==> src/design/video_config.svh <==
// video mode, framebuffer geometry and data widths
// shared by every RTL file and the testbench

`ifndef VIDEO_CONFIG_SVH
`define VIDEO_CONFIG_SVH

// reduced mode for simulation, 64x48 active
// 640x480 alternative: 640/16/96/48 horizontal, 480/10/2/33 vertical
`define H_ACTIVE   64   // active pixels per line
`define H_FP       4    // horizontal front porch
`define H_SYNC     8    // horizontal sync width
`define H_BP       4    // horizontal back porch
`define V_ACTIVE   48   // active lines per frame
`define V_FP       1    // vertical front porch
`define V_SYNC     2    // vertical sync width
`define V_BP       3    // vertical back porch

`define CORDW      16   // screen coordinate width

`define FB_WIDTH   32   // framebuffer pixels per row
`define FB_HEIGHT  24   // framebuffer rows
`define FB_SCALE   2    // screen pixels per framebuffer pixel
`define FB_POSW    8    // framebuffer x or y width

`define CIDXW      4    // colour index width
`define CHANW      4    // colour channel width
`define PAL_DEPTH  16   // palette entries

`endif

==> src/design/video_pkg.sv <==
// display-side types: screen coordinates and colour channels

`include "video_config.svh"

package video_pkg;

    // signed so blanking can sit at negative positions in other modes
    typedef logic signed [`CORDW-1:0] coord_t;

    // one channel of a 12-bit rgb pixel
    typedef logic [`CHANW-1:0] chan_t;

endpackage

==> src/design/fb_pkg.sv <==
// framebuffer-side types: colour index, address, position
// and the box drawer state encoding

`include "video_config.svh"

package fb_pkg;

    typedef logic [`CIDXW-1:0] cidx_t;   // palette index

    typedef logic [$clog2(`FB_WIDTH * `FB_HEIGHT)-1:0] fb_addr_t;

    typedef logic [`FB_POSW-1:0] fb_pos_t;   // framebuffer x or y

    typedef enum logic [2:0] {
        IDLE,
        WAIT_FRAME,   // hold off until start of frame
        CLEAR,        // fill with background index
        TOP,
        RIGHT,
        BOTTOM,
        LEFT
    } draw_state_t;

endpackage

==> src/design/display_timings.sv <==
// display timing generator: pixel and line counters,
// negative syncs, data enable, frame and line strobes

`timescale 1ns/1ps
`include "video_config.svh"

module display_timings import video_pkg::*; (
    input  logic   clk_pix,
    input  logic   arst_n,
    output coord_t sx,      // horizontal position
    output coord_t sy,      // vertical position
    output logic   hsync,
    output logic   vsync,
    output logic   de,
    output logic   frame,   // start of frame
    output logic   line     // start of line
);

    localparam int H_TOTAL = `H_ACTIVE + `H_FP + `H_SYNC + `H_BP;
    localparam int V_TOTAL = `V_ACTIVE + `V_FP + `V_SYNC + `V_BP;
    localparam int HS_STA  = `H_ACTIVE + `H_FP;
    localparam int HS_END  = HS_STA + `H_SYNC - 1;
    localparam int VS_STA  = `V_ACTIVE + `V_FP;
    localparam int VS_END  = VS_STA + `V_SYNC - 1;

    coord_t sx_next;
    coord_t sy_next;

    // next counter position, active area first then blanking
    always_comb begin
        if (sx == coord_t'(H_TOTAL - 1)) begin
            sx_next = '0;
            if (sy == coord_t'(V_TOTAL - 1)) begin
                sy_next = '0;
            end else begin
                sy_next = coord_t'(sy + 1);
            end
        end else begin
            sx_next = coord_t'(sx + 1);
            sy_next = sy;
        end
    end

    // flags are decoded from the next position so they line up with sx/sy
    always_ff @(posedge clk_pix or negedge arst_n) begin
        if (!arst_n) begin
            sx    <= coord_t'(H_TOTAL - 1);   // park in back porch
            sy    <= coord_t'(V_TOTAL - 1);
            hsync <= 1'b1;
            vsync <= 1'b1;
            de    <= 1'b0;
            frame <= 1'b0;
            line  <= 1'b0;
        end else begin
            sx    <= sx_next;
            sy    <= sy_next;
            hsync <= !(sx_next >= HS_STA && sx_next <= HS_END);   // active low
            vsync <= !(sy_next >= VS_STA && sy_next <= VS_END);
            de    <= (sx_next < `H_ACTIVE) && (sy_next < `V_ACTIVE);
            frame <= (sx_next == 0) && (sy_next == 0);
            line  <= (sx_next == 0);
        end
    end

endmodule

==> src/design/framebuffer.sv <==
// framebuffer: single-port colour index memory shared by display reads
// and drawer writes, scaled read addressing, palette and rgb output

`timescale 1ns/1ps
`include "video_config.svh"

module framebuffer import video_pkg::*, fb_pkg::*; (
    input  logic    clk_pix,
    input  logic    arst_n,
    // display position
    input  logic    de,
    input  coord_t  sx,
    input  coord_t  sy,
    // drawer write port
    input  logic    wr_valid,
    input  fb_pos_t wr_x,
    input  fb_pos_t wr_y,
    input  cidx_t   wr_cidx,
    output logic    wr_ready,
    // palette write port
    input  logic    pal_valid,
    input  cidx_t   pal_idx,
    input  chan_t   pal_r,
    input  chan_t   pal_g,
    input  chan_t   pal_b,
    output logic    pal_ready,
    // pixel colour, two cycles after de/sx/sy
    output chan_t   red,
    output chan_t   green,
    output chan_t   blue
);

    localparam int FB_PIXELS = `FB_WIDTH * `FB_HEIGHT;

    cidx_t mem [FB_PIXELS];

    chan_t pal_mem_r [`PAL_DEPTH];
    chan_t pal_mem_g [`PAL_DEPTH];
    chan_t pal_mem_b [`PAL_DEPTH];

    logic     rd_en;
    logic     wr_fire;
    fb_pos_t  rd_x;
    fb_pos_t  rd_y;
    fb_addr_t rd_addr;
    fb_addr_t wr_addr;
    cidx_t    rd_cidx;   // fetched index, held across the scaled pair
    logic     de_p1;
    logic     rd_p1;

    // one fetch per scaled pixel pair, on the even column
    assign rd_en = de && !sx[0];

    // display owns the port whenever it reads
    assign wr_ready = !rd_en;
    assign wr_fire  = wr_valid && wr_ready;

    assign rd_x    = fb_pos_t'(sx / `FB_SCALE);
    assign rd_y    = fb_pos_t'(sy / `FB_SCALE);
    assign rd_addr = fb_addr_t'(rd_y * `FB_WIDTH + rd_x);
    assign wr_addr = fb_addr_t'(wr_y * `FB_WIDTH + wr_x);

    // single port: read or write, never both
    always_ff @(posedge clk_pix) begin
        if (rd_en) begin
            rd_cidx <= mem[rd_addr];
        end else if (wr_fire) begin
            mem[wr_addr] <= wr_cidx;
        end
    end

    // palette busy in the lookup cycle after a fetch
    assign pal_ready = !rd_p1;

    always_ff @(posedge clk_pix) begin
        if (pal_valid && pal_ready) begin
            pal_mem_r[pal_idx] <= pal_r;
            pal_mem_g[pal_idx] <= pal_g;
            pal_mem_b[pal_idx] <= pal_b;
        end
    end

    // stage 1 flags
    always_ff @(posedge clk_pix or negedge arst_n) begin
        if (!arst_n) begin
            de_p1 <= 1'b0;
            rd_p1 <= 1'b0;
        end else begin
            de_p1 <= de;
            rd_p1 <= rd_en;
        end
    end

    // stage 2: palette lookup, black outside the active area
    always_ff @(posedge clk_pix or negedge arst_n) begin
        if (!arst_n) begin
            red   <= '0;
            green <= '0;
            blue  <= '0;
        end else if (de_p1) begin
            red   <= pal_mem_r[rd_cidx];
            green <= pal_mem_g[rd_cidx];
            blue  <= pal_mem_b[rd_cidx];
        end else begin
            red   <= '0;
            green <= '0;
            blue  <= '0;
        end
    end

endmodule

==> src/design/box_drawer.sv <==
// box drawer FSM: clears the framebuffer to a background index,
// then traces a one-pixel border clockwise from the top left

`timescale 1ns/1ps
`include "video_config.svh"

module box_drawer import fb_pkg::*; (
    input  logic    clk_pix,
    input  logic    arst_n,
    input  logic    start,      // level, sampled in IDLE
    input  cidx_t   bg_cidx,
    input  cidx_t   box_cidx,
    input  logic    frame,
    output logic    busy,
    output logic    wr_valid,
    output fb_pos_t wr_x,
    output fb_pos_t wr_y,
    output cidx_t   wr_cidx,
    input  logic    wr_ready
);

    localparam fb_pos_t X_MAX = fb_pos_t'(`FB_WIDTH - 1);
    localparam fb_pos_t Y_MAX = fb_pos_t'(`FB_HEIGHT - 1);

    draw_state_t state;
    cidx_t       bg_q;    // captured indices
    cidx_t       box_q;

    assign busy     = (state != IDLE);
    assign wr_valid = busy && (state != WAIT_FRAME);
    assign wr_cidx  = (state == CLEAR) ? bg_q : box_q;

    always_ff @(posedge clk_pix) begin
        if (state == IDLE && start) begin
            bg_q  <= bg_cidx;
            box_q <= box_cidx;
        end
    end

    // position moves only on an accepted write
    always_ff @(posedge clk_pix or negedge arst_n) begin
        if (!arst_n) begin
            state <= IDLE;
            wr_x  <= '0;
            wr_y  <= '0;
        end else begin
            case (state)
                IDLE: if (start) state <= WAIT_FRAME;
                WAIT_FRAME:
                    if (frame) begin
                        wr_x  <= '0;
                        wr_y  <= '0;
                        state <= CLEAR;
                    end
                CLEAR:
                    if (wr_ready) begin
                        if (wr_x == X_MAX) begin
                            wr_x <= '0;
                            if (wr_y == Y_MAX) begin
                                wr_y  <= '0;
                                state <= TOP;   // corner (0,0) starts the border
                            end else begin
                                wr_y <= wr_y + 1'b1;
                            end
                        end else begin
                            wr_x <= wr_x + 1'b1;
                        end
                    end
                TOP:
                    if (wr_ready) begin
                        if (wr_x == X_MAX) begin
                            wr_y  <= 8'd1;
                            state <= RIGHT;
                        end else begin
                            wr_x <= wr_x + 1'b1;
                        end
                    end
                RIGHT:
                    if (wr_ready) begin
                        if (wr_y == Y_MAX) begin
                            wr_x  <= X_MAX - 1'b1;
                            state <= BOTTOM;
                        end else begin
                            wr_y <= wr_y + 1'b1;
                        end
                    end
                BOTTOM:
                    if (wr_ready) begin
                        if (wr_x == '0) begin
                            wr_y  <= Y_MAX - 1'b1;
                            state <= LEFT;
                        end else begin
                            wr_x <= wr_x - 1'b1;
                        end
                    end
                LEFT:
                    if (wr_ready) begin
                        if (wr_y == 8'd1) begin
                            state <= IDLE;   // last border pixel
                        end else begin
                            wr_y <= wr_y - 1'b1;
                        end
                    end
                default: state <= IDLE;
            endcase
        end
    end

endmodule

==> src/design/video_top.sv <==
// display subsystem top: timing generator, framebuffer, box drawer
// and the sync pipeline matching the framebuffer read latency

`timescale 1ns/1ps
`include "video_config.svh"

module video_top import video_pkg::*, fb_pkg::*; (
    input  logic  clk_pix,
    input  logic  arst_n,
    input  logic  draw_start,
    input  cidx_t bg_cidx,
    input  cidx_t box_cidx,
    input  logic  pal_valid,
    input  cidx_t pal_idx,
    input  chan_t pal_r,
    input  chan_t pal_g,
    input  chan_t pal_b,
    output logic  pal_ready,
    output logic  draw_busy,
    output logic  dvi_hsync,
    output logic  dvi_vsync,
    output logic  dvi_de,
    output chan_t dvi_r,
    output chan_t dvi_g,
    output chan_t dvi_b
);

    coord_t  sx;
    coord_t  sy;
    logic    hsync;
    logic    vsync;
    logic    de;
    logic    frame;
    logic    wr_valid;
    logic    wr_ready;
    fb_pos_t wr_x;
    fb_pos_t wr_y;
    cidx_t   wr_cidx;

    // line strobe has no user here
    display_timings u_timings (
        .clk_pix, .arst_n,
        .sx, .sy, .hsync, .vsync, .de, .frame,
        .line()
    );

    framebuffer u_fb (
        .clk_pix, .arst_n,
        .de, .sx, .sy,
        .wr_valid, .wr_x, .wr_y, .wr_cidx, .wr_ready,
        .pal_valid, .pal_idx, .pal_r, .pal_g, .pal_b, .pal_ready,
        .red(dvi_r), .green(dvi_g), .blue(dvi_b)
    );

    box_drawer u_draw (
        .clk_pix, .arst_n,
        .start(draw_start), .bg_cidx, .box_cidx, .frame,
        .busy(draw_busy),
        .wr_valid, .wr_x, .wr_y, .wr_cidx, .wr_ready
    );

    // framebuffer output is two cycles behind the counters
    logic hsync_p1, vsync_p1, de_p1;

    always_ff @(posedge clk_pix or negedge arst_n) begin
        if (!arst_n) begin
            hsync_p1  <= 1'b1;   // syncs idle high
            vsync_p1  <= 1'b1;
            de_p1     <= 1'b0;
            dvi_hsync <= 1'b1;
            dvi_vsync <= 1'b1;
            dvi_de    <= 1'b0;
        end else begin
            hsync_p1  <= hsync;
            vsync_p1  <= vsync;
            de_p1     <= de;
            dvi_hsync <= hsync_p1;
            dvi_vsync <= vsync_p1;
            dvi_de    <= de_p1;
        end
    end

endmodule

==> config.mk <==
export PLATFORM = sky130hd
export DESIGN_NAME = video_top
export DESIGN_NICKNAME = d
export VERILOG_FILES = /design/src/design/video_pkg.sv /design/src/design/fb_pkg.sv /design/src/design/display_timings.sv /design/src/design/framebuffer.sv /design/src/design/box_drawer.sv /design/src/design/video_top.sv
export VERILOG_INCLUDE_DIRS = /design/src /design/src/design
export SDC_FILE = /design/constraint.sdc
export NUM_CORES = 2
export LEC_CHECK = 0
export BUFFER_PORTS_ARGS = -buffer_cell sky130_fd_sc_hd__buf_2
export CORE_ASPECT_RATIO = 1.2
export CORE_UTILIZATION = 65
export CTS_BUF_LIST = sky130_fd_sc_hd__clkbuf_8
export DETAILED_ROUTE_END_ITERATION = 6
export PLACE_DENSITY = 0.81
export SYNTH_ARGS = -nofsm -noshare
export SYNTH_HDL_FRONTEND = slang
export SYNTH_SLANG_ARGS = --single-unit
==> constraint.sdc <==
create_clock -name clk_pix -period 9.7 [get_ports clk_pix]
set_input_delay 1.455 -clock clk_pix [delete_from_list [all_inputs] [get_ports clk_pix]]
set_output_delay 1.455 -clock clk_pix [all_outputs]
set_load 0.03 [all_outputs]
Word-level counts from Yosys, hierarchy flattened
Memory sizes are Yosys's and may differ from the RTL's. A register that Yosys moved wholly into a read port is not among the register bits.
Index checks and enable logic that the tools add are counted.
- order comparisons: 6
- equality and inequality tests: 29
- reductions and logical operators: 24
- bitwise gates (word level): 2
- add/sub/neg operators: 10
- multiplexer cells: 48
- operators by type and width (operator ; count):
    8-bit 2-to-1 mux ; 20
    32-bit zero test ; 2
    16-bit 2-to-1 mux ; 3
    8-bit one-hot mux with 6 select lines ; 1
    8-bit one-hot mux with 5 select lines ; 1
    3-bit 2-to-1 mux ; 13
    16-bit by 2-bit adder with 16-bit output, second input constant ; 2
    2-bit != test, second input constant ; 13
    3-bit one-hot mux with 7 select lines ; 1
    10-bit by 8-bit adder with 10-bit output ; 2
    8-bit by 1-bit adder with 8-bit output, second input constant ; 2
    16-bit by 7-bit equality test with 1-bit output, second input constant ; 1
    16-bit by 8-bit equality test with 1-bit output, second input constant ; 1
    8-bit by 5-bit equality test with 1-bit output, second input constant ; 2
    16-bit by 7-bit greater-or-equal comparator with 1-bit output, second input constant ; 1
    16-bit by 8-bit greater-or-equal comparator with 1-bit output, second input constant ; 1
    16-bit by 7-bit <= comparator with 1-bit output, second input constant ; 1
    16-bit by 8-bit <= comparator with 1-bit output, second input constant ; 1
    16-bit by 7-bit less-than comparator with 1-bit output, second input constant ; 1
    16-bit by 8-bit less-than comparator with 1-bit output, second input constant ; 1
    4-bit 2-to-1 mux ; 4
    8-bit by 1-bit subtractor with 8-bit output, second input constant ; 2
    13-bit AND reduction ; 1
    12-bit AND reduction ; 1
    other kinds (18) ; 41
- output and inout bits: 17
- register bits: 82
- word-level logic and storage cells: 144
- RAM bits: 3264
- memories: 4
- memories (name ; depth ; bits a word ; read ports ; clocked after Yosys merged registers in ; write ports ; line ; source):
    u_fb.mem ; 768 ; 4 ; 1 ; 1 ; 1 ; framebuffer.sv:35 ; cidx_t mem [FB_PIXELS];
    u_fb.pal_mem_b ; 16 ; 4 ; 1 ; 0 ; 1 ; framebuffer.sv:39 ; chan_t pal_mem_b [`PAL_DEPTH];
    u_fb.pal_mem_g ; 16 ; 4 ; 1 ; 0 ; 1 ; framebuffer.sv:38 ; chan_t pal_mem_g [`PAL_DEPTH];
    u_fb.pal_mem_r ; 16 ; 4 ; 1 ; 0 ; 1 ; framebuffer.sv:37 ; chan_t pal_mem_r [`PAL_DEPTH];

Logic depth before layout (Yosys ltp)
- word-level depth: 7
- mapped depth: 16

Cells and area by module
A second synthesis with hierarchy kept.
- cell total of the unflattened synthesis: 7034
- area total of the unflattened synthesis: 134197.5 sq um
- by module, submodules not included (module ; cells each ; instances ; area an instance (sq um)):
    framebuffer ; 6529 ; 1 ; 129487.9
    display_timings ; 241 ; 1 ; 2303.5
    box_drawer ; 258 ; 1 ; 2250.9
    video_top ; 6 ; 1 ; 155.1

Worst setup path before layout
Ideal clock, no wire load.
- path kind: reg2reg
- from: register u_draw.state[1]
- to: memory u_fb.mem[0][0] (netlist name) (data pin)
- cell stages (with the launch flop): 5
- path buffers: 1
- arrival time: 6.269 ns
- setup time: 1.267 ns
- clock period less this slack: 7.536 ns
- slack: 2.164 ns
- cells stage by stage: dfrtp_1 clkbuf_1 nand2b_1 nor2_1 mux2_2
- longest elaborated chain between the ends: 2
- ends and longest elaborated chain (item ; line ; source):
    start: declaration ; box_drawer.sv:25 ; draw_state_t state;
    start signal: assignment ; box_drawer.sv:43 ; state <= IDLE;
    start signal: assignment ; box_drawer.sv:48 ; IDLE: if (start) state <= WAIT_FRAME;
    start signal: assignment ; box_drawer.sv:53 ; state <= CLEAR;
    3-bit by 2-bit equality test with 1-bit output ; box_drawer.sv:31 ; assign wr_cidx = (state == CLEAR) ? bg_q : box_q;
    4-bit 2-to-1 mux ; box_drawer.sv:31 ;
    net u_draw.wr_cidx[0] ; box_drawer.sv:18 ; output cidx_t wr_cidx,
    end: declaration ; framebuffer.sv:35 ;
The timed path passes the listed nets, and every way through them passes these cells.

Final worst setup path
- from: register u_timings.sx[0]
- to: register u_fb.rd_cidx[0], read port of u_fb.mem (data pin)
- longest elaborated chain between the ends: 3
- ends and longest elaborated chain (item ; line ; source):
    start: declaration ; display_timings.sv:10 ; output coord_t sx,
    start signal: assignment ; display_timings.sv:47 ; sx <= coord_t'(H_TOTAL - 1);
    start signal: assignment ; display_timings.sv:55 ; sx <= sx_next;
    1-bit bitwise AND (no source line) ; -- ;
    8-bit by 1-bit adder with 8-bit output (no source line) ; -- ;
    10-bit by 8-bit adder with 10-bit output ; framebuffer.sv:60 ; assign rd_addr = fb_addr_t'(rd_y * `FB_WIDTH + rd_x);
    end: declaration ; framebuffer.sv:47 ; cidx_t rd_cidx;
Several ways; a longest one is shown, not always the timed one.
A chain may end at the register's enable or synchronous reset.

==> flow_summary_export.csv <==
group,metric,value,unit
logic_synthesis,synth_common_cells,"edfxtp_1, mux4_2, nor2_1, nand2_1, clkbuf_1",
cts,post_cts_resized,0,
final_layout,postLayoutCellArea,145000,um^2
die,floorplan.die_area,206000,um^2
placement,dpl.hpwl,189000,um
critical_path,crit_path_max_fanout,13,
critical_path,critPathLaunchType,"flip-flop",
cts,clock_tree_root_driver_cell,"clkbuf_8",
hold_path,hold_path.startpoint,"u_timings.vsync$_DFF_PN1_",
global_route,grt_remaining_overflow,0,
timing,period_minus_slack,5860,ps
critical_path,timing.setup.critical_path_class,"reg2reg",
timing,setup_viol,0,
critical_path,critical_path_slowest_stage_cell,"nor3_1",
critical_path,critical_path.n_buffers_inverters,3,
logic_synthesis,synth_seq_cells,3350,
logic_synthesis,synth_simple_gate_area_frac,0.0459,
cts,cts_tree,"built",
routing,via_per_inst,6.98,
cts,tritoncts_num_sinks,3350,
final_layout,finalNetCount,6935,
logic_synthesis,syn_avg_cell_area,20.0,um^2
die,floorplan.die.height,497,um
timing,clock_skew,96.3,ps
logic_synthesis,synth_sequential_area_ratio,0.754,
global_route,globalRouteTotalUtil,0.317,
logic_synthesis,yosys.cell_count.top_type,"edfxtp_1",
critical_path,cp.arrival,6720,ps
cts,clk_transition_reported_paths,70,ps
logic_synthesis,postSynthCellCount,6648,
die,core_area,203000,um^2
final_layout,filler_cell_count,11000,
job,max_cap_violations,0,
routing,dr.pass1.iters,7,
cts,cts.htree.levels,5,
timing,max_slew_violation_total_from_the_final_report,0,
die,die_w,415,um
timing,totalNegativeSetupSlack,0,ps
timing,hold-worst-slack,355,ps
routing,drt-wirelength-per-cell,32.6,um
cts,clk_path_buf_depth,4,
logic_synthesis,synth_adder_area_share,0.00247,
timing,max_slew.worst_pin.slew,1400,ps
global_route,antenna_found_initial,11,
logic_synthesis,dominantRegCellSynth,"edfxtp_1",
logic_synthesis,synthTopCellsByArea,"edfxtp_1, mux4_2, nor2_1",
routing,drtAntennaViolNets,0,
logic_synthesis,number_of_different_library_cells_in_the_post_synthesis_netlist,69,
timing,rsz_0062_raised_after_global_routing,"false",
placement,postPlaceCellArea,136000,um^2
logic_synthesis,synth_top_family_by_area,"multiplexers",
global_route,grt_start_max_net_pins,234,
critical_path,cp_common_cell,"ha_4",
critical_path,gate_family_responsible_for_the_most_delay_along_the_worst_path,"simple AND/OR/NAND/NOR gates",
die,fp-row-count,181,
timing,setup_slack,3840,ps
placement,dpl_worst_slack,3920,ps
routing,detailed_route_drc_error_count,16,
logic_synthesis,synth_top_area_share,0.740,
global_route,first_pass_grt_wire_length,469000,um
cts,worst_skew_pair.late_latency,1170,ps
logic_synthesis,yosysWarningCount,0,
critical_path,cp-end-kind,"flip-flop",
run_status,failed_checks,"design-rule violations",
routing,routed_wirelength,324000,um
logic_synthesis,synth_compound_area_frac,0.0144,
critical_path,timing.critical_path.cells,"and2_1 -> ha_4 -> nand3_1 -> nor2_1 -> xnor2_1 -> ha_4 -> inv_1 -> fa_1 -> clkinv_1 -> nor3_1 -> o311ai_0 -> buf_2 -> nand4_1 -> o211ai_1",
logic_synthesis,synth_enable_flop_cells,3276,
pwr,power.density_cell_area,180,nW/um^2
cts,cts_setup_buffers,0,
critical_path,timing.rr.start,"u_timings.sx[0]$_DFF_PN1_",
pwr,power.ir.vdd_worst,0.155,mV
routing,dr.first_iter.drc_count,10100,
logic_synthesis,yosys-mux-area-fraction,0.164,
logic_synthesis,post_synth_instance_area,133000,um^2
logic_synthesis,netlist.top_cell.by_area,"edfxtp_1",
logic_synthesis,synth_xor_area_frac,0.00406,
run_status,run_status,"complete, but fails checks",
final_layout,syn_to_final_growth,9.11,%
critical_path,worstSetupStartpoint,"u_timings.sx[0]$_DFF_PN1_",
timing,worst_slew_margin_rel,0.0628,
cts,cts-buffers-inserted,478,
critical_path,worst-endpoint-required,10560,ps
critical_path,critPathMaxStageDelay,1060,ps
timing,hold_viol_final,0,
placement,count_of_buffers_inserted_at_the_top_level_ports,44,
logic_synthesis,postSynth.asyncResetShare,0.0221,
cts,cts-hold-fix-buffers,0,
die,initial_standard_cell_utilization_of_the_core,0.655,
logic_synthesis,synth_nets,6701,
global_route,via_count_of_the_first_global_routing_pass,70200,
pwr,leakage,44.5,nW
hold_path,hold_path_class,"reg2reg",
final_layout,layout-drive-gt1-share,0.251,
routing,vias,69200,
die,io-pin-count,45,
placement,gp_congestion,0.915,
timing,max_freq,0.171,GHz
timing,crit_share_post_route,0.604,
[final cells by class]
class | instances | area (um^2) | share of cell area
Antenna cell | 13 | 32.5 | 0.000224
Tap cell | 2653 | 3320 | 0.0229
Sequential cell | 3350 | 100000 | 0.691
Clock inverter | 354 | 2010 | 0.0139
Multi-Input combinational cell | 2832 | 31000 | 0.213
Timing Repair Buffer | 194 | 1590 | 0.0110
Clock buffer | 496 | 6830 | 0.0470
Inverter | 26 | 97.6 | 0.000673
[where the power goes]
group          total [mW]  switching (mW)  internal, mW
logic              0.0283          0.0202       0.00807
clock network        10.5            5.20          5.26
registers            15.7         0.00204          15.7
total                26.1            5.22          20.9
[cell usage in the layout (no fill, tap or decap), types with 32 or more instances in the layout]
cell type / synthesis / layout
edfxtp_1: 3276 / 3276
inv_1: 25 / 158
nand2_1: 307 / 275
clkbuf_8: 0 / 496
a21oi_1: 53 / 53
clkinv_2: 0 / 76
buf_4: 31 / 128
and3_1: 34 / 34
nand3_1: 97 / 97
buf_2: 124 / 46
nand2_2: 0 / 32
clkinv_1: 1 / 114
o21ai_0: 45 / 45
mux4_2: 937 / 937
mux2i_1: 56 / 56
nor2_1: 875 / 871
dfrtp_1: 59 / 59
[per-stage QoR]
stage	instances	utilization	total power [mW]
after floorplan	6648	-	16.0
after global placement	9052	0.671	16.0
after detailed placement	9055	0.671	16.0
after CTS	9905	0.715	26.2
after global routing	9908	0.715	26.8
final	9918	0.715	26.1
[worst reg2reg max path, delay by kind of cell (launching register included)]
| kind | cells | cell delay [ps] |
|---|---|---|
| buffers and inverters | 3 | 890 |
| xor gates and xnor gates | 1 | 190 |
| and+or+nand+nor | 5 | 2040 |
| DFF | 1 | 590 |
| adders and majority gates | 3 | 1360 |
| AOI/OAI and AO/OA | 2 | 520 |
[cell families after synthesis]
logic type	Yosys count
xor+xnor	60
mux	1006
simple gates	1466
fa+ha+maj	25
flops	3350
compound gates	275
buf+inv	466
[sequential cells by signal, indices dropped and copies added (netlist names), 4 cells and up]
signal and flops:
u_draw.wr_y 8, u_fb.rd_cidx 4, u_timings.sy 16, u_fb.green 4
u_draw.box_q 4, u_fb.red 4, u_fb.blue 4, u_fb.pal_mem_b 64
u_fb.mem 3072, u_draw.wr_x 8, u_fb.pal_mem_g 64, u_timings.sx 16
u_draw.bg_q 4, u_fb.pal_mem_r 64
[per-layer routing]
metal  routed length, um  GRT usage  vias up
li1                    -          -    27500
met4               17400      0.163        4
met1              106000      0.413    35300
met2              158000      0.499     5412
met5                 109    0.00325        -
met3               41300     0.0832      925
[path summary, 6_finish.rpt]
| path | end | slack, ps | depth (start not counted) |
|---|---|---|---|
| setup / recovery | u_fb.rd_cidx[0]$_DFFE_PP_ | 3840 | 14 |
| hold / removal | vsync_p1$_DFF_PN1_ | 360 | 0 |
| setup reg to reg | u_fb.rd_cidx[0]$_DFFE_PP_ | 3840 | 14 |
| hold reg to reg | vsync_p1$_DFF_PN1_ | 360 | 0 |
| max in group asynchronous | u_fb.red[1]$_DFF_PN0_ | 8520 | 1 |
| min in group asynchronous | u_draw.state[0]$_DFFE_PN0P_ | 420 | 1 |
No activity file was read; power rests on OpenSTA's default activity.
